[config.mk]
export PLATFORM = sky130hd
export DESIGN_NAME = arcade_rom_top
export DESIGN_NICKNAME = d
export VERILOG_FILES = /design/src/logic/arcade_rom_pkg.sv /design/src/logic/pxl_cen_gen.sv /design/src/logic/rom_dwnld.sv /design/src/logic/rom_slots.sv /design/src/logic/arcade_rom_top.sv
export VERILOG_INCLUDE_DIRS = /design/src /design/src/logic
export SDC_FILE = /design/constraint.sdc
export NUM_CORES = 1
export LEC_CHECK = 0
export BUFFER_PORTS_ARGS = -buffer_cell sky130_fd_sc_hd__buf_4
export CORE_UTILIZATION = 37
export DETAILED_ROUTE_END_ITERATION = 8
export GPL_ROUTABILITY_DRIVEN = 0
export PLACE_DENSITY_LB_ADDON = 0.15
export SETUP_SLACK_MARGIN = 0.2
export SLEW_MARGIN = 20
export SYNTH_ARGS = -nofsm -noshare
export SYNTH_HDL_FRONTEND = slang
export SYNTH_HIERARCHICAL = 1
export SYNTH_SLANG_ARGS = --single-unit
[constraint.sdc]
create_clock -name clk -period 6.7 [get_ports clk]
set_clock_uncertainty 0.15 [all_clocks]
set_input_delay 1.005 -clock clk [delete_from_list [all_inputs] [get_ports clk]]
set_output_delay 1.005 -clock clk [all_outputs]
set_load 0.1 [all_outputs]
[src/logic/arcade_rom_consts.svh]
// Arcade ROM memory map
`ifndef ARCADE_ROM_CONSTS_SVH
`define ARCADE_ROM_CONSTS_SVH

// Region offsets in the download stream, in bytes
`define SCR_START   25'h01_0000
`define OBJ_START   25'h01_8000
`define PROM_START  25'h02_0000     // PROM data runs to the end of the stream

// Standard pixel enable ratio, n over m
`define CEN_N_STD   10'd1
`define CEN_M_STD   10'd4

// Alternate ratio for the slightly faster pixel clock
`define CEN_N_ALT   10'd32
`define CEN_M_ALT   10'd125

`endif

[src/logic/arcade_rom_pkg.sv]
// Arcade ROM shared types
`default_nettype none

package arcade_rom_pkg;

    typedef logic [24:0] ioctl_addr_t;  // Loader byte address
    typedef logic [21:0] sdram_addr_t;  // 16-bit word address
    typedef logic [15:0] sdram_word_t;
    typedef logic [12:0] gfx_addr_t;    // In 32-bit units
    typedef logic [31:0] gfx_data_t;
    typedef logic [15:0] main_addr_t;   // CPU byte address

    // Read fetcher states
    typedef enum logic [2:0] {
        st_idle,
        st_request,
        st_release,
        st_beat0,
        st_beat1
    } fetch_state_t;

endpackage

`default_nettype wire

[src/logic/pxl_cen_gen.sv]
// Fractional pixel enable generator
`timescale 1ns/1ps
`default_nettype none
`include "arcade_rom_consts.svh"

module pxl_cen_gen (
    input  wire        clk,
    input  wire        rst_n,
    input  wire        alt_rate,
    output logic [3:0] cen
);

logic [ 9:0] n, m;
logic [10:0] acc, acc_sum;
logic [ 2:0] cnt;      // Counts cen[0] pulses
logic        alt_q;

assign n       = alt_rate ? `CEN_N_ALT : `CEN_N_STD;
assign m       = alt_rate ? `CEN_M_ALT : `CEN_M_STD;
assign acc_sum = acc + {1'b0, n};

always_ff @(posedge clk) begin
    if (!rst_n) begin
        acc   <= '0;
        cnt   <= '0;
        alt_q <= 1'b0;
        cen   <= '0;
    end else begin
        alt_q <= alt_rate;
        cen   <= '0;
        if (alt_q != alt_rate) begin
            // A leftover from the old ratio could exceed the new m
            acc <= '0;
        end else if (acc_sum >= {1'b0, m}) begin
            acc    <= acc_sum - {1'b0, m};
            cnt    <= cnt + 3'd1;
            cen[0] <= 1'b1;
            cen[1] <= cnt[0];       // Every 2nd
            cen[2] <= &cnt[1:0];    // Every 4th
            cen[3] <= &cnt;         // Every 8th
        end else begin
            acc <= acc_sum;
        end
    end
end

endmodule

`default_nettype wire

[src/logic/rom_dwnld.sv]
// ROM download to SDRAM writes
`timescale 1ns/1ps
`default_nettype none
`include "arcade_rom_consts.svh"

module rom_dwnld import arcade_rom_pkg::*; (
    input  wire              clk,
    input  wire              rst_n,
    input  wire              downloading,
    input  wire ioctl_addr_t ioctl_addr,
    input  wire [7:0]        ioctl_dout,
    input  wire              ioctl_wr,
    input  wire              sdram_ack,
    output sdram_addr_t      prog_addr,
    output logic [7:0]       prog_data,
    output logic [1:0]       prog_mask,     // Active low
    output logic             prog_we,
    output logic             prom_we
);

localparam ioctl_addr_t scr_start  = `SCR_START;
localparam ioctl_addr_t obj_start  = `OBJ_START;
localparam ioctl_addr_t prom_start = `PROM_START;

sdram_addr_t pre_addr, swz_addr;
ioctl_addr_t prom_offset;
logic        in_scr, in_obj, in_prom;
logic        wr_en;

assign pre_addr    = ioctl_addr[22:1];
assign prom_offset = ioctl_addr - prom_start;
assign in_prom     = ioctl_addr >= prom_start;
assign in_scr      = ioctl_addr >= scr_start && ioctl_addr < obj_start;
assign in_obj      = ioctl_addr >= obj_start && !in_prom;
assign wr_en       = downloading && ioctl_wr;

// Tile and sprite bit planes are reordered so a 32-bit read gets a full row
always_comb begin
    swz_addr = pre_addr;
    if (in_scr) begin
        swz_addr[0]   = ~pre_addr[3];
        swz_addr[3:1] = pre_addr[2:0];
    end
    if (in_obj) begin
        swz_addr[0]   = ~pre_addr[3];
        swz_addr[1]   = ~pre_addr[4];
        swz_addr[5:2] = {pre_addr[5], pre_addr[2:0]};
    end
    if (in_prom) begin
        swz_addr = prom_offset[21:0];   // Byte offset into the PROMs
    end
end

always_ff @(posedge clk) begin
    if (!rst_n) begin
        prog_we <= 1'b0;
        prom_we <= 1'b0;
    end else begin
        prom_we <= wr_en && in_prom;    // Single cycle strobe
        if (wr_en && !in_prom) begin
            prog_we <= 1'b1;
        end else if (sdram_ack) begin
            prog_we <= 1'b0;            // Write taken by the SDRAM
        end
    end
end

always_ff @(posedge clk) begin
    if (wr_en) begin
        prog_addr <= swz_addr;
        prog_data <= ioctl_dout;
        prog_mask <= ioctl_addr[0] ? 2'b01 : 2'b10;
    end
end

endmodule

`default_nettype wire

[src/logic/rom_slots.sv]
// Cached ROM slots on one SDRAM port
`timescale 1ns/1ps
`default_nettype none
`include "arcade_rom_consts.svh"

module rom_slots import arcade_rom_pkg::*; (
    input  wire              clk,
    input  wire              rst_n,
    input  wire              downloading,
    // Scroll tiles
    input  wire              scr_cs,
    input  wire gfx_addr_t   scr_addr,
    output gfx_data_t        scr_data,
    output logic             scr_ok,
    // Sprites
    input  wire              obj_cs,
    input  wire gfx_addr_t   obj_addr,
    output gfx_data_t        obj_data,
    output logic             obj_ok,
    // CPU program
    input  wire              main_cs,
    input  wire main_addr_t  main_addr,
    output logic [7:0]       main_data,
    output logic             main_ok,
    // SDRAM read port
    output logic             sdram_req,
    input  wire              sdram_ack,
    output sdram_addr_t      sdram_addr,
    input  wire sdram_word_t data_read,
    input  wire              data_rdy
);

localparam sdram_addr_t scr_offset = sdram_addr_t'(`SCR_START >> 1);
localparam sdram_addr_t obj_offset = sdram_addr_t'(`OBJ_START >> 1);

fetch_state_t state;
sdram_addr_t  slot_addr  [3];   // Word address each consumer wants
sdram_addr_t  cache_addr [3];
gfx_data_t    cache_data [3];
logic [2:0]   valid, hit, miss;
logic [1:0]   pick, sel;
sdram_word_t  beat_lo;

assign slot_addr[0] = scr_offset + sdram_addr_t'({scr_addr, 1'b0});
assign slot_addr[1] = obj_offset + sdram_addr_t'({obj_addr, 1'b0});
assign slot_addr[2] = sdram_addr_t'(main_addr[15:1]);

always_comb begin
    for (int i = 0; i < 3; i++) begin
        hit[i] = valid[i] && cache_addr[i] == slot_addr[i];
    end
end

assign miss = {main_cs, obj_cs, scr_cs} & ~hit;

// Fixed priority, scroll first
always_comb begin
    if (miss[0]) begin
        pick = 2'd0;
    end else if (miss[1]) begin
        pick = 2'd1;
    end else begin
        pick = 2'd2;
    end
end

assign scr_ok    = hit[0];
assign obj_ok    = hit[1];
assign main_ok   = hit[2];
assign scr_data  = cache_data[0];
assign obj_data  = cache_data[1];
assign main_data = main_addr[0] ? cache_data[2][15:8] : cache_data[2][7:0];

always_ff @(posedge clk) begin
    if (!rst_n) begin
        state     <= st_idle;
        sdram_req <= 1'b0;
        sel       <= 2'd0;
        valid     <= '0;
    end else begin
        case (state)
            st_idle: begin
                // Previous ack must be gone before a new request
                if (!downloading && !sdram_ack && |miss) begin
                    sel       <= pick;
                    sdram_req <= 1'b1;
                    state     <= st_request;
                end
            end
            st_request: begin
                if (sdram_ack) begin
                    sdram_req <= 1'b0;
                    state     <= st_release;
                end
            end
            st_release: begin
                if (data_rdy) begin
                    state <= st_beat1;  // First word came early
                end else if (!sdram_ack) begin
                    state <= st_beat0;
                end
            end
            st_beat0: begin
                if (data_rdy) begin
                    state <= st_beat1;
                end
            end
            st_beat1: begin
                if (data_rdy) begin
                    valid[sel] <= 1'b1;
                    state      <= st_idle;
                end
            end
            default: state <= st_idle;
        endcase
        if (downloading) begin
            valid <= '0;    // ROM contents are changing
        end
    end
end

always_ff @(posedge clk) begin
    if (state == st_idle) begin
        sdram_addr <= slot_addr[pick];  // Frozen once the request is up
    end
    if (data_rdy && (state == st_release || state == st_beat0)) begin
        beat_lo <= data_read;
    end
    if (data_rdy && state == st_beat1) begin
        cache_addr[sel] <= sdram_addr;
        cache_data[sel] <= {data_read, beat_lo};
    end
end

endmodule

`default_nettype wire

[src/logic/arcade_rom_top.sv]
// Arcade ROM memory side
`timescale 1ns/1ps
`default_nettype none

module arcade_rom_top import arcade_rom_pkg::*; (
    input  wire              clk,
    input  wire              rst_n,
    // Pixel enables
    input  wire              alt_rate,
    output logic [3:0]       cen,
    // ROM download
    input  wire              downloading,
    input  wire ioctl_addr_t ioctl_addr,
    input  wire [7:0]        ioctl_dout,
    input  wire              ioctl_wr,
    output sdram_addr_t      prog_addr,
    output logic [7:0]       prog_data,
    output logic [1:0]       prog_mask,
    output logic             prog_we,
    output logic             prom_we,
    // ROM slots
    input  wire              scr_cs,
    input  wire gfx_addr_t   scr_addr,
    output gfx_data_t        scr_data,
    output logic             scr_ok,
    input  wire              obj_cs,
    input  wire gfx_addr_t   obj_addr,
    output gfx_data_t        obj_data,
    output logic             obj_ok,
    input  wire              main_cs,
    input  wire main_addr_t  main_addr,
    output logic [7:0]       main_data,
    output logic             main_ok,
    // SDRAM, one ack shared by writes and reads
    output logic             sdram_req,
    input  wire              sdram_ack,
    output sdram_addr_t      sdram_addr,
    input  wire sdram_word_t data_read,
    input  wire              data_rdy
);

pxl_cen_gen u_cen (
    .clk        ( clk       ),
    .rst_n      ( rst_n     ),
    .alt_rate   ( alt_rate  ),
    .cen        ( cen       )
);

rom_dwnld u_dwnld (
    .clk         ( clk         ),
    .rst_n       ( rst_n       ),
    .downloading ( downloading ),
    .ioctl_addr  ( ioctl_addr  ),
    .ioctl_dout  ( ioctl_dout  ),
    .ioctl_wr    ( ioctl_wr    ),
    .sdram_ack   ( sdram_ack   ),
    .prog_addr   ( prog_addr   ),
    .prog_data   ( prog_data   ),
    .prog_mask   ( prog_mask   ),
    .prog_we     ( prog_we     ),
    .prom_we     ( prom_we     )
);

rom_slots u_slots (
    .clk         ( clk         ),
    .rst_n       ( rst_n       ),
    .downloading ( downloading ),
    .scr_cs      ( scr_cs      ),
    .scr_addr    ( scr_addr    ),
    .scr_data    ( scr_data    ),
    .scr_ok      ( scr_ok      ),
    .obj_cs      ( obj_cs      ),
    .obj_addr    ( obj_addr    ),
    .obj_data    ( obj_data    ),
    .obj_ok      ( obj_ok      ),
    .main_cs     ( main_cs     ),
    .main_addr   ( main_addr   ),
    .main_data   ( main_data   ),
    .main_ok     ( main_ok     ),
    .sdram_req   ( sdram_req   ),
    .sdram_ack   ( sdram_ack   ),
    .sdram_addr  ( sdram_addr  ),
    .data_read   ( data_read   ),
    .data_rdy    ( data_rdy    )
);

endmodule

`default_nettype wire

### Yosys cells after proc, flatten, opt, wreduce, memory -nomap -nowiden

Memory sizes are Yosys's and may differ from the RTL's.
Cells that the tools add are included.

| word-level totals | value |
|---|---|
| memories | 2 |
| bits in latches | 0 |
| register bits | 100 |
| bits in read-only memories | 0 |
| output and inout bits | 136 |
| RAM bits | 162 |

| operators by class | value |
|---|---|
| $mul | 0 |
| bitwise operators | 9 |
| eq/ne operators | 13 |
| multiplexer cells | 29 |
| shift operators | 0 |
| order comparisons | 8 |
| divide/modulo/power cells | 0 |
| $add $sub $neg | 6 |
| reductions and logical operators | 31 |

Memory list:

| name | words | bits a word | read ports | clocked after Yosys merged registers in | wr ports | line | text |
|---|---|---|---|---|---|---|---|
| u_slots.cache_data | 3 | 32 | 3 | 0 | 1 | rom_slots.sv:39 | `gfx_data_t cache_data [3];` |
| u_slots.cache_addr | 3 | 22 | 3 | 0 | 1 | rom_slots.sv:38 | `sdram_addr_t cache_addr [3];` |

Operator list:

| kind | count |
|---|---|
| $mux W22 | 3 |
| $ge A25 B17 Y1 const B | 2 |
| $bmux W22 S2 | 1 |
| $eq A22 B22 Y1 | 2 |
| $add A16 B14 Y17 const A | 2 |
| $ge A25 B18 Y1 const B | 1 |
| $lt A25 B17 Y1 const B | 1 |
| $eq A22 B15 Y1 | 1 |
| $sub A22 B18 Y22 const B | 1 |
| $mux W3 | 6 |
| $pmux W3 S5 | 1 |
| $logic_and A1 B1 Y1 | 13 |
| $add A11 B10 Y11 | 1 |
| $ge A11 B10 Y1 | 1 |
| $mux W11 | 1 |
| $sub A11 B10 Y11 | 1 |
| $mux W8 | 1 |
| $reduce_and A2 Y1 | 4 |
| $mux W1 | 7 |
| $mux W7 | 1 |
| $eq A3 B2 Y1 const B | 2 |
| $mux W2 | 3 |
| $mux W6 | 1 |
| $ne A2 B2 Y1 const B | 3 |
| 26 further kinds | 36 |

### Depth between registers and ports, before layout

| depth | value |
|---|---|
| word-level depth | 11 |
| mapped depth | 13 |
| gate-level depth less buffers | 12 |

### Modules after synthesis

Netlist, hierarchy kept.

Modules (own cells, without submodules):

| module | area each (um^2) | instances | seq. area each (um^2) | cells each |
|---|---|---|---|---|
| rom_slots | 6170.9 | 1 | 4984.8 | 338 |
| rom_dwnld | 1524.0 | 1 | 1001.0 | 108 |
| pxl_cen_gen | 1435.1 | 1 | 380.4 | 162 |

### Least setup slack after synthesis

No wires, ideal clock.

| timing path | value |
|---|---|
| path type | input-to-reg |
| start | input port data_rdy |
| end | memory u_slots/cache_addr[1][0] (netlist bit), enable pin |
| buffers on the path | 0 |
| setup time | 525 ps |
| setup slack | 1336 ps |
| stages on the path | 2 |
| data arrival time | 4689 ps |
| data required time | 6025 ps |
| cell sequence | nand2_1 nor3b_1 |

| between the ends | value |
|---|---|
| longest elaborated chain between the ends | 3 |

RTL lines:

| element | line | text |
|---|---|---|
| from (decl) | arcade_rom_top.sv:39 | `input wire data_rdy` |
| $logic_and A1 B1 Y1 | rom_slots.sv:129 | `if (data_rdy && state == st_beat1) begin` |
| $mux W1 | rom_slots.sv:129 |  |
| $mux W1 (implied by the code) | rom_slots.sv:130 | `cache_addr[sel] <= sdram_addr;` |
| to (decl) | rom_slots.sv:38 |  |

Every way passes these cells.

### Final worst setup path

| timing path | value |
|---|---|
| start | input port alt_rate |
| end | register u_cen.cen[3] |

| between the ends | value |
|---|---|
| longest elaborated chain between the ends | 5 |

RTL lines:

| element | line | text |
|---|---|---|
| from (decl) | arcade_rom_top.sv:9 | `input wire alt_rate,` |
| $mux W6 (no line) | n/a |  |
| $add A11 B10 Y11 | pxl_cen_gen.sv:20 | `assign acc_sum = acc + {1'b0, n};` |
| $ge A11 B10 Y1 | pxl_cen_gen.sv:34 | `end else if (acc_sum >= {1'b0, m}) begin` |
| $not A1 Y1 (no line) | n/a |  |
| $reduce_or A3 Y1 (no line) * | n/a |  |
| to (signal assigned) | pxl_cen_gen.sv:40 | `cen[3] <= &cnt;` |
| to (decl) | pxl_cen_gen.sv:10 | `output logic [3:0] cen` |

Every way passes the cells marked *; elsewhere a longest branch is shown, timed or not.
A chain may end at the register's enable or synchronous reset.

==> results.sh <==
export IMPL_overflow=0
export IMPL_syn_area_um2=9130
export IMPL_drive_above_1_share_pct=35.44
export IMPL_syn_area_per_cell_um2=15.02
export IMPL_nNetsFinal=970
export IMPL_fin_tns_setup_ps=0
export IMPL_async_flop_share_pct=0
export IMPL_die_w_um=159.1
export IMPL_drt_iter0_drc=296
export IMPL_rr_endpoint="u_cen/cen[3]"
export IMPL_layout_common_cells="236 x buf_4, 192 x edfxtp_1, 38 x nor2_1"
export IMPL_area_growth_pct=31.99
export IMPL_postCtsHoldBufs=0
export IMPL_status="completed"
export IMPL_ys_types=68
export IMPL_drtPass1Iterations=4
export IMPL_clk_pin_slew_worst_paths_ps=60
export IMPL_cts_resized=0
export IMPL_whs_ps=305.6
export IMPL_setup_worst_path_end_class="flop"
export IMPL_worstSetupStartpointType="input port"
export IMPL_grt_pass1_vias=5917
export IMPL_synthTopCellsByArea="edfxtp_1 63%, dfxtp_1 6.6%, xnor2_1 3.3%"
export IMPL_r2r_cells=11
export IMPL_grt_antenna_before_repair=0
export IMPL_crit_start="alt_rate"
export IMPL_dp_cells=1154
export IMPL_worstPathArrival_ps=4110
export IMPL_post_route_period_util_pct=57.52
export IMPL_cts_sinks=222
export IMPL_synth_cells=608
export IMPL_worst_skew_pair_late_latency_ps=520
export IMPL_layout_cells_non_filler=1196
export IMPL_drt_wl_total_um=21050
export IMPL_rsz0062_at_grt="false"
export IMPL_power_density_nw_per_um2=286.4
export IMPL_seq_area_frac_synth_pct=69.73
export IMPL_routedWlPerCell_um=17.60
export IMPL_fmax_mhz=259.5
export IMPL_post_place_ws_ps=2320
export IMPL_min_to="u_slots/valid[2]"
export IMPL_drt_vias_per_instance=4.792
export IMPL_period_needed_ps=3854
export IMPL_fillers=2132
export IMPL_min_delay_start="u_slots/valid[2]"
export IMPL_n_antenna_cell=0
export IMPL_whs_path_depth=1
export IMPL_cts_setup_buffers=0
export IMPL_cts_tree="done"
export IMPL_slew_limit_headroom_pct=31.12
export IMPL_rows=57
export IMPL_setup_worst_path_class="in -> reg"
export IMPL_core_area_um2=24250
export IMPL_setup_viol=0
export IMPL_final_common_cell="buf_4"
export IMPL_synth_edf_count=192
export IMPL_clockRootBuffer="clkbuf_16"
export IMPL_synth_top_cell_area_share_pct=63.15
export IMPL_grt_first_pass_wirelength_um=32540
export IMPL_tritoncts_num_buffers=24
export IMPL_synthFlopType="edfxtp_1"
export IMPL_hp_class="reg -> reg"
export IMPL_ioPinCount=237
export IMPL_grt_start_max_net_pins=50
export IMPL_reg2reg_slack_ps=3300
export IMPL_clock_path_buffers=3
export IMPL_vias=5731
export IMPL_tightestPinTransition_ps=1031
export IMPL_synth_largest_area_cell="edfxtp_1"
export IMPL_finalHoldViolCount=0
export IMPL_fp_dieH_um=159.1
export IMPL_ir_drop_mv=0.1947
export IMPL_yosys_warnings=6
export IMPL_slew_violations=0
export IMPL_drtAntennaViolNets=0
export IMPL_dp_final_hpwl_um=14690
export IMPL_required_ps=6960
export IMPL_worst_path_max_fanout=10
export IMPL_port_buffers=230
export IMPL_setup_slack_ps=2846
export IMPL_grt_total_usage_pct=16.39
export IMPL_dieArea_um2=25310
export IMPL_htreeDepth=1
export IMPL_drv_cap=0
export IMPL_p_leak_nw=4.609
export IMPL_initial_core_util_pct=37.65
export IMPL_drc=0
export IMPL_r2r_start="u_cen/acc[0]"
export IMPL_ys_ff_latch=222
[cells in the mapped netlist (8+ instances only)]
master and instances:
ha_1 13, nor4_1 9, dfxtp_1 30, a21oi_1 32, xor2_1 23, xnor2_1 34
mux2_2 8, o21ai_0 8, edfxtp_1 192, nand4_1 12, mux2i_1 23, mux2_1 11
inv_1 14, nand3_1 12, nand2_1 34, nor3_1 14, nor2_1 38
[kinds of logic after synthesis]
logic type	Yosys count	synth area share (%)
flops	222	69.73
simple gates	169	10.66
other cells	1	0.04107
buf+inv	33	2.056
compound gates	70	5.221
xor+xnor	58	5.646
fa+ha+maj	13	1.782
mux	42	4.865
[routing by layer]
metal / up-vias / part of all wire, % / GRT usage (%) / wire length (um)
met5: - / 0 / 0 / 0
met2: 172 / 50 / 28.67 / 10580
li1: 2781 / - / - / -
met1: 2735 / 42 / 20.26 / 8785
met4: 0 / 2.6 / 5.201 / 557
met3: 43 / 5.4 / 3.412 / 1128
[cell type report]
| type | count | area [um2] | area share [%] |
|---|---|---|---|
| inverters | 14 | 52.55 | 0.4361 |
| flip-flops and latches | 222 | 6366 | 52.83 |
| well taps | 324 | 405.4 | 3.364 |
| multi-input cells | 358 | 2620 | 21.74 |
| repair buffers | 236 | 1772 | 14.70 |
| clock inverters | 16 | 226.5 | 1.879 |
| clock buffers | 26 | 608.1 | 5.046 |
[critical path, stage by stage]
cell	delay [ps]
buf_4	140
inv_1	190
ha_1	300
ha_1	340
nand3_1	130
xnor2_1	220
ha_1	330
a21o_1	210
nor3_1	140
a21oi_1	130
or2_2	390
or3_4	380
and3_1	200
[per-stage QoR]
step / utilization, % / cell area (um2) / power, mW
3_5_place_dp: 46.25 / 11220 / 2.088
5_1_grt: 49.70 / 12050 / 3.571
3_3_place_gp: 46.25 / 11220 / 2.083
2_1_floorplan: - / 9149 / 1.947
4_1_cts: 49.70 / 12050 / 3.488
6_report: 49.70 / 12050 / 3.452
[worst max path at each step]
| stage | end | cells past startpoint |
|---|---|---|
| final | u_cen/cen[3] | 13 |
| after global routing | u_cen/acc[1] | 13 |
| after CTS | u_cen/acc[1] | 13 |
| after detailed placement | u_cen/acc[1] | 13 |
| after global placement | u_cen/acc[1] | 13 |
| after floorplan | u_slots/cache_addr[1][0] | 2 |
[where the power goes]
group | total, mW | switching, mW | internal (mW)
clock | 1.39 | 0.540 | 0.851
sequential | 1.57 | 0.0290 | 1.54
combinational | 0.493 | 0.344 | 0.149
[flip-flops by register name, indices dropped and copies added, names as in the netlist, 4 cells and up]
signal	cells
u_slots/sdram_addr	16
u_slots/cache_addr	48
u_slots/cache_data	80
u_cen/cen	4
u_dwnld/prog_addr	22
u_dwnld/prog_data	8
u_cen/acc	11
u_slots/beat_lo	16
No activity file was read; power rests on OpenSTA's default activity.
